`src/logic/mips_back_pkg.sv`:
```
// shared types for the mem/wb back end; byte lanes are little-endian, lane n = addr[1:0]
package mips_back_pkg;

    typedef logic [4:0]  reg_addr_t;
    typedef logic [31:0] word_t;

    typedef enum logic [3:0] {
        mem_none = 4'd0,
        mem_lb   = 4'd1,
        mem_lbu  = 4'd2,
        mem_lh   = 4'd3,
        mem_lhu  = 4'd4,
        mem_lw   = 4'd5,
        mem_sb   = 4'd6,
        mem_sh   = 4'd7,
        mem_sw   = 4'd8,
        mem_ll   = 4'd9,
        mem_sc   = 4'd10
    } mem_op_t;

    // one ram word seen as byte lanes, halfword lanes or a whole word
    typedef union packed {
        logic [3:0][7:0]  bytes;
        logic [1:0][15:0] halves;
        word_t            word;
    } data_word_u;

    typedef struct packed {
        word_t     pc;
        mem_op_t   op;
        word_t     addr;
        word_t     store_data;
        reg_addr_t wd;
        logic      wreg;
        word_t     wdata;
        word_t     hi;
        word_t     lo;
        logic      whilo;
        logic      cp0_we;
        reg_addr_t cp0_addr;
        word_t     cp0_data;
    } mem_in_t;

    typedef struct packed {
        reg_addr_t wd;
        logic      wreg;
        word_t     wdata;
        word_t     hi;
        word_t     lo;
        logic      whilo;
        logic      llbit_we;
        logic      llbit_value;
        logic      cp0_we;
        reg_addr_t cp0_addr;
        word_t     cp0_data;
        logic      exc_we;
        word_t     exc_pc;
        word_t     exc_badvaddr;
    } wb_rec_t;

    // bit order pc, if, id, ex, mem, wb
    typedef logic [5:0] stall_vec_t;

    localparam int stall_mem = 4;
    localparam int stall_wb  = 5;

    localparam reg_addr_t cp0_status_addr   = 5'd12;
    localparam reg_addr_t cp0_epc_addr      = 5'd14;
    localparam reg_addr_t cp0_badvaddr_addr = 5'd8;

endpackage

```
`src/logic/pipe_ctrl.sv`:
```
// stall requests are levels; flush follows exc_req in the same cycle and beats every stall
module pipe_ctrl (
    input  logic                      clk,
    input  logic                      rst,
    input  logic                      stall_req_ex,
    input  logic                      stall_req_mem,
    input  logic                      exc_req,
    output mips_back_pkg::stall_vec_t stall,
    output logic                      flush
);
    import mips_back_pkg::*;

    logic drop_q;
    logic req_ex;
    logic req_mem;

    // a request seen with a flush came from the flushed instruction
    always_ff @(posedge clk) begin
        if (rst) begin
            drop_q <= 1'b0;
        end else begin
            drop_q <= exc_req && (stall_req_ex || stall_req_mem);
        end
    end

    // so ignore it once more after the flush
    assign req_ex  = stall_req_ex && !drop_q;
    assign req_mem = stall_req_mem && !drop_q;

    always_comb begin
        stall = '0;
        if (exc_req) begin
            stall = '0;
        end else if (req_mem) begin
            // mem and everything before it hold, wb takes a bubble
            stall[stall_mem:0] = '1;
        end else if (req_ex) begin
            stall[stall_mem-1:0] = '1;
        end
    end

    assign flush = exc_req;

endmodule

```
`src/logic/data_ram.sv`:
```
// combinational read, byte-lane write at the clock edge; contents are not cleared by reset
module data_ram #(
    parameter int ram_words = 64
) (
    input  logic                          clk,
    input  logic [3:0]                    we,
    input  logic [$clog2(ram_words)-1:0]  addr,
    input  mips_back_pkg::data_word_u     wdata,
    output mips_back_pkg::data_word_u     rdata
);
    import mips_back_pkg::*;

    data_word_u mem [0:ram_words-1];

    always_ff @(posedge clk) begin
        for (int lane = 0; lane < 4; lane++) begin
            if (we[lane]) begin
                mem[addr].bytes[lane] <= wdata.bytes[lane];
            end
        end
    end

    // write of the previous edge is already visible here
    assign rdata = mem[addr];

endmodule

```
`src/logic/mem_stage.sv`:
```
// purely combinational; address bits above the ram size are ignored, so accesses wrap
module mem_stage #(
    parameter int ram_words = 64
) (
    input  mips_back_pkg::mem_in_t        mem_in,
    input  logic                          hold,
    input  logic                          llbit_now,
    input  mips_back_pkg::data_word_u     ram_rdata,
    output logic [$clog2(ram_words)-1:0]  ram_addr,
    output logic [3:0]                    ram_we,
    output mips_back_pkg::data_word_u     ram_wdata,
    output logic                          exc_req,
    output mips_back_pkg::wb_rec_t        mem_rec
);
    import mips_back_pkg::*;

    localparam int aw = $clog2(ram_words);

    logic [1:0]  lane;
    logic        misaligned;
    logic [3:0]  store_en;
    logic [7:0]  load_byte;
    logic [15:0] load_half;
    word_t       load_data;
    logic        cp0_writable;

    assign lane     = mem_in.addr[1:0];
    assign ram_addr = mem_in.addr[aw+1:2];

    // same ram word decoded two ways
    assign load_byte = ram_rdata.bytes[lane];
    assign load_half = ram_rdata.halves[lane[1]];

    always_comb begin
        case (mem_in.op)
            mem_lh, mem_lhu, mem_sh: begin
                misaligned = lane[0];
            end
            mem_lw, mem_sw, mem_ll, mem_sc: begin
                misaligned = (lane != 2'b00);
            end
            default: begin
                misaligned = 1'b0;
            end
        endcase
    end

    assign exc_req = misaligned;

    // replicate store data into every lane, enables pick the real ones
    always_comb begin
        ram_wdata.word = mem_in.store_data;
        case (mem_in.op)
            mem_sb: begin
                store_en        = 4'b0001 << lane;
                ram_wdata.bytes = {4{mem_in.store_data[7:0]}};
            end
            mem_sh: begin
                store_en         = lane[1] ? 4'b1100 : 4'b0011;
                ram_wdata.halves = {2{mem_in.store_data[15:0]}};
            end
            mem_sw: begin
                store_en = 4'b1111;
            end
            mem_sc: begin
                // conditional on a live link
                store_en = llbit_now ? 4'b1111 : 4'b0000;
            end
            default: begin
                store_en = 4'b0000;
            end
        endcase
    end

    assign ram_we = (hold || exc_req) ? 4'b0000 : store_en;

    always_comb begin
        case (mem_in.op)
            mem_lb:         load_data = {{24{load_byte[7]}}, load_byte};
            mem_lbu:        load_data = {24'd0, load_byte};
            mem_lh:         load_data = {{16{load_half[15]}}, load_half};
            mem_lhu:        load_data = {16'd0, load_half};
            mem_lw, mem_ll: load_data = ram_rdata.word;
            mem_sc:         load_data = {31'd0, llbit_now};
            default:        load_data = mem_in.wdata;
        endcase
    end

    // badvaddr is read-only to mtc0
    assign cp0_writable = (mem_in.cp0_addr != cp0_badvaddr_addr);

    always_comb begin
        mem_rec.wd           = mem_in.wd;
        mem_rec.wreg         = mem_in.wreg && !exc_req;
        mem_rec.wdata        = load_data;
        mem_rec.hi           = mem_in.hi;
        mem_rec.lo           = mem_in.lo;
        mem_rec.whilo        = mem_in.whilo;
        mem_rec.llbit_we     = (mem_in.op == mem_ll) || (mem_in.op == mem_sc);
        mem_rec.llbit_value  = (mem_in.op == mem_ll);
        mem_rec.cp0_we       = mem_in.cp0_we && cp0_writable;
        mem_rec.cp0_addr     = mem_in.cp0_addr;
        mem_rec.cp0_data     = mem_in.cp0_data;
        mem_rec.exc_we       = exc_req;
        mem_rec.exc_pc       = mem_in.pc;
        mem_rec.exc_badvaddr = mem_in.addr;
    end

endmodule

```
`src/logic/mem_wb.sv`:
```
// flush wins over stall; a mem stall with wb running leaves a bubble without strobes
module mem_wb (
    input  logic                      clk,
    input  logic                      rst,
    input  logic                      flush,
    input  mips_back_pkg::stall_vec_t stall,
    input  mips_back_pkg::wb_rec_t    mem_rec,
    input  mips_back_pkg::word_t      exc_pc,
    input  mips_back_pkg::word_t      exc_badvaddr,
    output mips_back_pkg::wb_rec_t    wb_rec
);
    import mips_back_pkg::*;

    wb_rec_t flush_rec;

    // empty record, only the exception capture
    always_comb begin
        flush_rec              = '0;
        flush_rec.exc_we       = 1'b1;
        flush_rec.exc_pc       = exc_pc;
        flush_rec.exc_badvaddr = exc_badvaddr;
    end

    always_ff @(posedge clk) begin
        if (rst) begin
            wb_rec <= '0;
        end else if (flush) begin
            wb_rec <= flush_rec;
        end else if (stall[stall_mem] && !stall[stall_wb]) begin
            wb_rec <= '0;
        end else if (!stall[stall_mem]) begin
            wb_rec <= mem_rec;
        end
    end

endmodule

```
`src/logic/wb_state.sv`:
```
// CP0 subset is status, epc, badvaddr only; an exception does not touch status
module wb_state (
    input  logic                   clk,
    input  logic                   rst,
    input  mips_back_pkg::wb_rec_t wb_rec,
    output logic                   llbit_now,
    output mips_back_pkg::word_t   hi,
    output mips_back_pkg::word_t   lo,
    output mips_back_pkg::word_t   cp0_status,
    output mips_back_pkg::word_t   cp0_epc,
    output mips_back_pkg::word_t   cp0_badvaddr,
    output logic                   llbit
);
    import mips_back_pkg::*;

    always_ff @(posedge clk) begin
        if (rst) begin
            hi <= '0;
            lo <= '0;
        end else if (wb_rec.whilo) begin
            hi <= wb_rec.hi;
            lo <= wb_rec.lo;
        end
    end

    always_ff @(posedge clk) begin
        if (rst) begin
            llbit <= 1'b0;
        end else if (wb_rec.exc_we) begin
            llbit <= 1'b0;
        end else if (wb_rec.llbit_we) begin
            llbit <= wb_rec.llbit_value;
        end
    end

    // forward the pending writeback so SC right after LL sees the link
    always_comb begin
        if (wb_rec.exc_we) begin
            llbit_now = 1'b0;
        end else if (wb_rec.llbit_we) begin
            llbit_now = wb_rec.llbit_value;
        end else begin
            llbit_now = llbit;
        end
    end

    // exception capture before mtc0
    always_ff @(posedge clk) begin
        if (rst) begin
            cp0_status   <= '0;
            cp0_epc      <= '0;
            cp0_badvaddr <= '0;
        end else if (wb_rec.exc_we) begin
            cp0_epc      <= wb_rec.exc_pc;
            cp0_badvaddr <= wb_rec.exc_badvaddr;
        end else if (wb_rec.cp0_we) begin
            case (wb_rec.cp0_addr)
                cp0_status_addr: begin
                    cp0_status <= wb_rec.cp0_data;
                end
                cp0_epc_addr: begin
                    cp0_epc <= wb_rec.cp0_data;
                end
                default: begin
                end
            endcase
        end
    end

endmodule

```
`src/logic/mem_back_top.sv`:
```
// mem_in must be held upstream while stall[4] is high; the register file write is output only
module mem_back_top #(
    parameter int ram_words = 64
) (
    input  logic                      clk,
    input  logic                      rst,
    input  mips_back_pkg::mem_in_t    mem_in,
    input  logic                      stall_req_ex,
    input  logic                      stall_req_mem,
    output logic                      rf_we,
    output mips_back_pkg::reg_addr_t  rf_addr,
    output mips_back_pkg::word_t      rf_data,
    output mips_back_pkg::word_t      hi,
    output mips_back_pkg::word_t      lo,
    output logic                      llbit,
    output mips_back_pkg::word_t      cp0_status,
    output mips_back_pkg::word_t      cp0_epc,
    output mips_back_pkg::word_t      cp0_badvaddr,
    output mips_back_pkg::stall_vec_t stall,
    output logic                      flush
);
    import mips_back_pkg::*;

    logic [$clog2(ram_words)-1:0] ram_addr;
    logic [3:0]                   ram_we;
    data_word_u                   ram_wdata;
    data_word_u                   ram_rdata;
    logic                         exc_req;
    logic                         llbit_now;
    wb_rec_t                      mem_rec;
    wb_rec_t                      wb_rec;

    pipe_ctrl u_pipe_ctrl (
        .clk           (clk),
        .rst           (rst),
        .stall_req_ex  (stall_req_ex),
        .stall_req_mem (stall_req_mem),
        .exc_req       (exc_req),
        .stall         (stall),
        .flush         (flush)
    );

    data_ram #(.ram_words(ram_words)) u_data_ram (
        .clk   (clk),
        .we    (ram_we),
        .addr  (ram_addr),
        .wdata (ram_wdata),
        .rdata (ram_rdata)
    );

    mem_stage #(.ram_words(ram_words)) u_mem_stage (
        .mem_in    (mem_in),
        .hold      (stall[stall_mem]),
        .llbit_now (llbit_now),
        .ram_rdata (ram_rdata),
        .ram_addr  (ram_addr),
        .ram_we    (ram_we),
        .ram_wdata (ram_wdata),
        .exc_req   (exc_req),
        .mem_rec   (mem_rec)
    );

    mem_wb u_mem_wb (
        .clk          (clk),
        .rst          (rst),
        .flush        (flush),
        .stall        (stall),
        .mem_rec      (mem_rec),
        .exc_pc       (mem_rec.exc_pc),
        .exc_badvaddr (mem_rec.exc_badvaddr),
        .wb_rec       (wb_rec)
    );

    wb_state u_wb_state (
        .clk          (clk),
        .rst          (rst),
        .wb_rec       (wb_rec),
        .llbit_now    (llbit_now),
        .hi           (hi),
        .lo           (lo),
        .cp0_status   (cp0_status),
        .cp0_epc      (cp0_epc),
        .cp0_badvaddr (cp0_badvaddr),
        .llbit        (llbit)
    );

    assign rf_we   = wb_rec.wreg;
    assign rf_addr = wb_rec.wd;
    assign rf_data = wb_rec.wdata;

endmodule

```
`config.mk`:
```
export PLATFORM = sky130hd
export DESIGN_NAME = mem_back_top
export DESIGN_NICKNAME = d
export VERILOG_FILES = /design/src/logic/mips_back_pkg.sv /design/src/logic/pipe_ctrl.sv /design/src/logic/data_ram.sv /design/src/logic/mem_stage.sv /design/src/logic/mem_wb.sv /design/src/logic/wb_state.sv /design/src/logic/mem_back_top.sv
export SDC_FILE = /design/constraint.sdc
export NUM_CORES = 2
export LEC_CHECK = 0
export ABC_AREA = 1
export BUFFER_PORTS_ARGS = -buffer_cell sky130_fd_sc_hd__buf_4
export CAP_MARGIN = 30
export CORE_MARGIN = 2
export CORE_UTILIZATION = 55
export DETAILED_ROUTE_END_ITERATION = 16
export HOLD_SLACK_MARGIN = 0.03
export PLACE_DENSITY = 0.69
export SLEW_MARGIN = 15
export SYNTH_ARGS = -nofsm -noshare
export SYNTH_HDL_FRONTEND = slang
export SYNTH_SLANG_ARGS = --single-unit
```
`constraint.sdc`:
```
create_clock -name clk -period 6.6 [get_ports clk]
set_input_delay 0.99 -clock clk [delete_from_list [all_inputs] [get_ports clk]]
set_output_delay 0.99 -clock clk [all_outputs]
set_load 0.02 [all_outputs]
```
======== Yosys cells after proc, flatten, opt, wreduce, memory -nomap -nowiden ========
Memory sizes are Yosys's and may differ from the RTL's.
Index checks and enable logic that the tools add are counted.
operators by class
  reductions and logical operators ........ 19
  bitwise logic cells ..................... 1
  shift-type cells ........................ 1
  mux-type cells .......................... 30
  order comparisons ....................... 2
  equal/unequal tests ..................... 13
operators by type and width
  operator                                                count
  one-hot mux 32 bit (6 select lines)                     1
  2-to-1 mux 32 bit                                       3
  2-to-1 mux 65 bit                                       1
  2-to-1 mux 64 bit                                       1
  one-hot mux 32 bit (2 select lines)                     1
  2-to-1 mux 16 bit                                       2
  2-to-1 mux 4 bit                                        5
  binary-select mux 8 bit (select 2 bit)                  1
  == test 4 x 3 -> 1 bit (second input constant)          4
  one-hot mux 4 bit (4 select lines)                      1
  == test 4 bit (second input constant)                   3
  2-to-1 mux 1 bit                                        11
  == test 5 x 4 -> 1 bit (second input constant)          2
  == test 4 x 2 -> 1 bit (second input constant)          2
  2-to-1 mux 8 bit                                        1
  nonzero test 2 bit                                      3
  OR reduction 3 bit                                      2
  logical AND 1 bit                                       5
  2-to-1 mux 5 bit                                        1
  inequality test 5 x 4 -> 1 bit (second input constant)  1
  == test 4 x 1 -> 1 bit (second input constant)          1
  OR reduction 4 bit                                      1
  << shifter 1 x 2 -> 4 bit (first input constant)        1
  logical OR 1 bit                                        3
  8 further kinds                                         9
storage, ports and cells
  register bits after elaboration ......... 370
  input port bits ......................... 245
  word-level logic and storage cells ...... 88
  bits in writable memories ............... 2048
  memories ................................ 1
memory list
  memory          words  width  rd ports  clocked after memory_dff  wr ports  line            text
  u_data_ram.mem  64     32     1         0                         1         data_ram.sv:13  data_word_u mem [0:ram_words-1];

======== Longest topological paths before layout ========
  word-level depth ........................ 9
  depth in mapped cells ................... 17
  gate-level depth less buffers ........... 14

======== Cells and area by module ========
A second synthesis with hierarchy kept.
unflattened totals
  cells, all modules ...................... 11387
  area total of the unflattened synthesis .. 105456.1 µm²
by module, submodules not included
  module     area an instance (µm²)  instances  cells an instance
  data_ram   87064.8                 1          8691
  mem_wb     8849.7                  1          1246
  wb_state   6035.8                  1          819
  mem_stage  3407.0                  1          614
  pipe_ctrl  98.8                    1          17

======== Worst setup path after synthesis ========
No wires, ideal clock.
  kind .................................... input to register
  start ................................... in mem_in[206] in the netlist's numbering
  end ..................................... mem u_data_ram.mem[0][10] in the netlist's numbering, data pin
  slack ................................... 1676 ps
  arrival time ............................ 4222 ps
  cell stages on the path ................. 6
  path buffers ............................ 2
  data required time ...................... 5898 ps
  path through ............................ inv_1 -> or2_1 -> clkbuf_1 -> nor2_1 -> clkbuf_1 -> o21ai_0
RTL lines
  element             line               text
  start: declaration  mem_back_top.sv:7  input mips_back_pkg::mem_in_t mem_in,
  end: declaration    data_ram.sv:13

======== Final worst setup path ========
  start ................................... in mem_in[208] in the netlist's numbering
  end ..................................... mem u_data_ram.mem[42][17] in the netlist's numbering (enable)
between the ends
  longest elaborated chain between the ends .. 8
  elaborated cells on any way between the ends .. 17
  classes of those cells .................. eq/ne (8); mux (6); reduce/logical (3)
ends and longest elaborated chain
  element                                                          line             text
  == test 4 bit (tied with other cells)                            mem_stage.sv:35  case (mem_in.op)
  OR reduction 4 bit / OR reduction 3 bit (equally long branches)  mem_stage.sv:35
  one-hot mux 1 bit (2 select lines)                               mem_stage.sv:35
  2-to-1 mux 5 bit                                                 pipe_ctrl.sv:32  if (exc_req) begin
  logical OR 1 bit                                                 mem_stage.sv:75  assign ram_we = (hold || exc_req) ? 4'b0000 : store_en;
  2-to-1 mux 4 bit (*)                                             mem_stage.sv:75
  2-to-1 mux 1 bit (*)                                             data_ram.sv:17   if (we[lane]) begin
  2-to-1 mux 1 bit (implied by the code) (*)                       data_ram.sv:18   mem[addr].bytes[lane] <= wdata.bytes[lane];
Every way passes the cells marked *; elsewhere a longest branch is shown, timed or not.

==> impl_metrics.csv <==
group,metric,value,unit
logic_synthesis,syn-num-nets,9555,
global_routing,antenna_found_initial,34,
cells_and_area,final_cell_mix,"2048 x edfxtp_1, 1917 x nand2_1, 1211 x nor2_1, 1191 x inv_1, 587 x nand3_1",
timing,final-setup-viol-count,0,
drt,detail_route.wl_per_cell,24.1,um
power,peakVddDrop,0.224,mV
worst_setup_path,arrival,4670,ps
power,swShare,0.229,
global_routing,grt_use_met2,0.476,
timing,skew,29.8,ps
power,leakagePower,45.5,nW
timing,max-slew-margin-rel,0.279,
drt,drtPass1Iterations,8,
worst_setup_path,critPathLaunch,"mem_in[208]",
drt,drc,0,
timing,rsz0062_at_grt,"no",
timing,post-route-min-period,4180,ps
power,clkPwrFrac,0.413,
power,p_per_area,289,nW/um^2
timing,final.setup.worst_slack,2420,ps
run_status,status,"finished, final reports clean",
worst_setup_path,worst_path_max_delay_cell,"or2_2",
power,netSwitchingPower,7.43,mW
worst_setup_path,r2r_slack,2550,ps
worst_setup_path,path_max_fanout,39,
floorplan,placementRows,156,
floorplan,start_util,0.553,
clock_network,worstSkewPairLatency,880,ps
worst_setup_path,crit_end,"u_data_ram.mem[42][17]",
floorplan,die_y,430,um
worst_setup_path,rr_worst_depth,8,
worst_setup_path,start_kind,"input port",
clock_network,cts_hold_buf,0,
logic_synthesis,syn_area,99700,sq um
power,intPower,25.0,mW
drt,drtAntennaViolNets,0,
logic_synthesis,synth_ff_type,"edfxtp_1",
drt,postRouteWirelength,293,mm
power,p_comb_frac,0.068,
floorplan,fp.dieArea,185000,sq um
floorplan,dieWidth,430,um
timing,fin_tns_setup,0,ps
timing,maxSlewViolCount,0,
global_routing,gr-max-usage-layer,"met2",
power,total_power,32.4,mW
placement,preCtsSetupSlack,1700,ps
cells_and_area,layout_commonest_cell,"edfxtp_1",
timing,fin_crit_sh,0.634,
global_routing,grt_usage,0.310,
drt,viasPerCell,5.65,
logic_synthesis,synthesis.instances,9310,
logic_synthesis,async_flop_share,0,
drt,drt_iter0_drc,8902,
drt,routed-via-count,68700,
power,p_seq_frac,0.518,
worst_setup_path,cp.required,7080,ps
placement,port-buffer-count,449,
logic_synthesis,yosysWarnings,0,
clock_network,clock_sinks,2418,
job,drv_cap,0,
global_routing,overflow,0,
worst_setup_path,critPathCaptureType,"flip-flop",
placement,gp_congestion,0.923,
global_routing,use_met3,0.0704,
logic_synthesis,ys_ff_latch,2418,
clock_network,cts_buffers,231,
clock_network,cts_tree,"built",
floorplan,pin_count,451,
clock_network,ctsResizeCount,0,
global_routing,grt_pass1_wl,420,mm
clock_network,ctsRootBufferMaster,"clkbuf_16",
clock_network,post_cts_buffers,0,
timing,hold_slack,336,ps
cells_and_area,area_delta_synth_final,12.3,%
cells_and_area,layout.nets,9808,
clock_network,cts_max_level,4,
clock_network,clk_pin_slew,60,ps
timing,worst_pin_slew,1080,ps
timing,clock.fmax,239,MHz
logic_synthesis,synth_edf_count,2048,
cells_and_area,fin_util,0.621,
global_routing,grt_max_degree,199,
min_path,min_path_type,"in2reg",
global_routing,use_met1,0.413,
placement,dp_hpwl,183,mm
logic_synthesis,syn_avg_cell_area,10.7,sq um
worst_setup_path,r2r_start,"u_mem_wb.wb_rec[64]",
worst_setup_path,r2r-end,"u_data_ram.mem[42][17]",
worst_setup_path,path_cells,"buf_4, inv_1, nand2_1, nor2_1, clkinv_1, o21ai_0, a21oi_1, or2_2, buf_4, nor2_1",
global_routing,first_global_vias,64500,
floorplan,core_area,180000,sq um
logic_synthesis,yosysSeqAreaShare,0.691,
timing,hold_violations,0,
worst_setup_path,crit_type,"in2reg",
logic_synthesis,ys_types,44,
cells_and_area,layout-drive-gt1-share,0.124,
worst_setup_path,max_stage_delay,630,ps
clock_network,clockBufferDepth,3,
==> area by class of cell <==
cell class / count / area [sq um]
sequential: 2418 / 68900
fill: 14200 / 68300
multi-input combinational: 5151 / 23400
clock buffer: 289 / 6150
inverter: 1203 / 4530
timing repair buffer: 558 / 4520
tap: 2370 / 2970
clock inverter: 145 / 1500
antenna: 15 / 37.5
==> cells by family after synthesis <==
kind of cell	synth area share
and+or+nand+nor	0.173
DFF	0.691
buffers and inverters	0.0763
AOI/OAI and AO/OA	0.0592
other	0.0000376
==> worst max-delay path, delay by kind of cell <==
family	cells	cell delay, ps
AND/OR/NAND/NOR	4	1670
buffers and inverters	4	1240
AO/OA/AOI/OAI	2	690
==> power by group through the flow <==
stage	combinational, mW	sequential (mW)	clock (mW)
after floorplan	1.16	17.2	0
after detailed placement	2.16	17.1	0
after global placement	2.14	17.1	0
after global routing	2.34	16.8	14.0
after CTS	2.17	16.8	13.5
final	2.20	16.8	13.4
==> state kept, by name, indices dropped and copies added (netlist names) <==
signal,flops
u_wb_state.cp0_status,32
u_wb_state.lo,32
u_mem_wb.wb_rec,208
u_wb_state.cp0_badvaddr,32
u_wb_state.hi,32
u_wb_state.cp0_epc,32
u_pipe_ctrl.drop_q,1
u_wb_state.llbit,1
u_data_ram.mem,2048
==> per-stage QoR <==
stage	instance area [sq um]	instances
floorplan	99700	9310
global placement	104000	11700
detailed placement	104000	11700
CTS	112000	12100
global route	112000	12100
finish	112000	12100
==> metal layers <==
layer,share of wire,vias to the layer above
met5,0.00055,-
met4,0.059,26
met3,0.11,681
met2,0.45,3996
met1,0.38,32800
li1,-,31100
==> synthesized netlist by cell type (2+ instances only) <==
cell type	instances	area, sq um
edfxtp_1	2048	61500
nand2_1	1925	7230
nor2_1	1213	4550
inv_1	1193	4480
nand3_1	587	2940
o21ai_0	457	2290
dfxtp_1	370	7410
o211ai_1	270	2030
or2_2	240	1500
buf_2	209	1050
o21ai_1	196	981
clkbuf_1	159	597
buf_4	103	773
or2_1	74	463
buf_6	54	608
a21oi_1	43	215
nor2_2	23	144
a22oi_1	19	143
nand4_1	18	113
or2_0	18	113
nor3_1	15	75.1
a31oi_1	13	81.3
o22ai_1	13	81.3
buf_1	11	41.3
inv_2	8	30.0
o211ai_2	5	62.6
and2_1	3	18.8
nor2_4	3	33.8
and3_1	2	12.5
buf_8	2	30.0
nand2_2	2	12.5
nor4_1	2	12.5
==> how the worst min path moves through the flow <==
| stage | to | slack, ps | start | cells past startpoint |
|---|---|---|---|---|
| global route | u_mem_wb.wb_rec[30] | 310 | mem_in[203] | 3 |
| global placement | u_wb_state.cp0_badvaddr[16] | 430 | u_mem_wb.wb_rec[16] | 2 |
| CTS | u_mem_wb.wb_rec[18] | 290 | mem_in[191] | 3 |
| floorplan | u_wb_state.cp0_badvaddr[0] | 430 | u_mem_wb.wb_rec[0] | 2 |
| detailed placement | u_wb_state.lo[30] | 440 | u_mem_wb.wb_rec[136] | 2 |
| finish | u_mem_wb.wb_rec[58] | 340 | mem_in[235] | 3 |
Power figures use the tool's default switching activity.
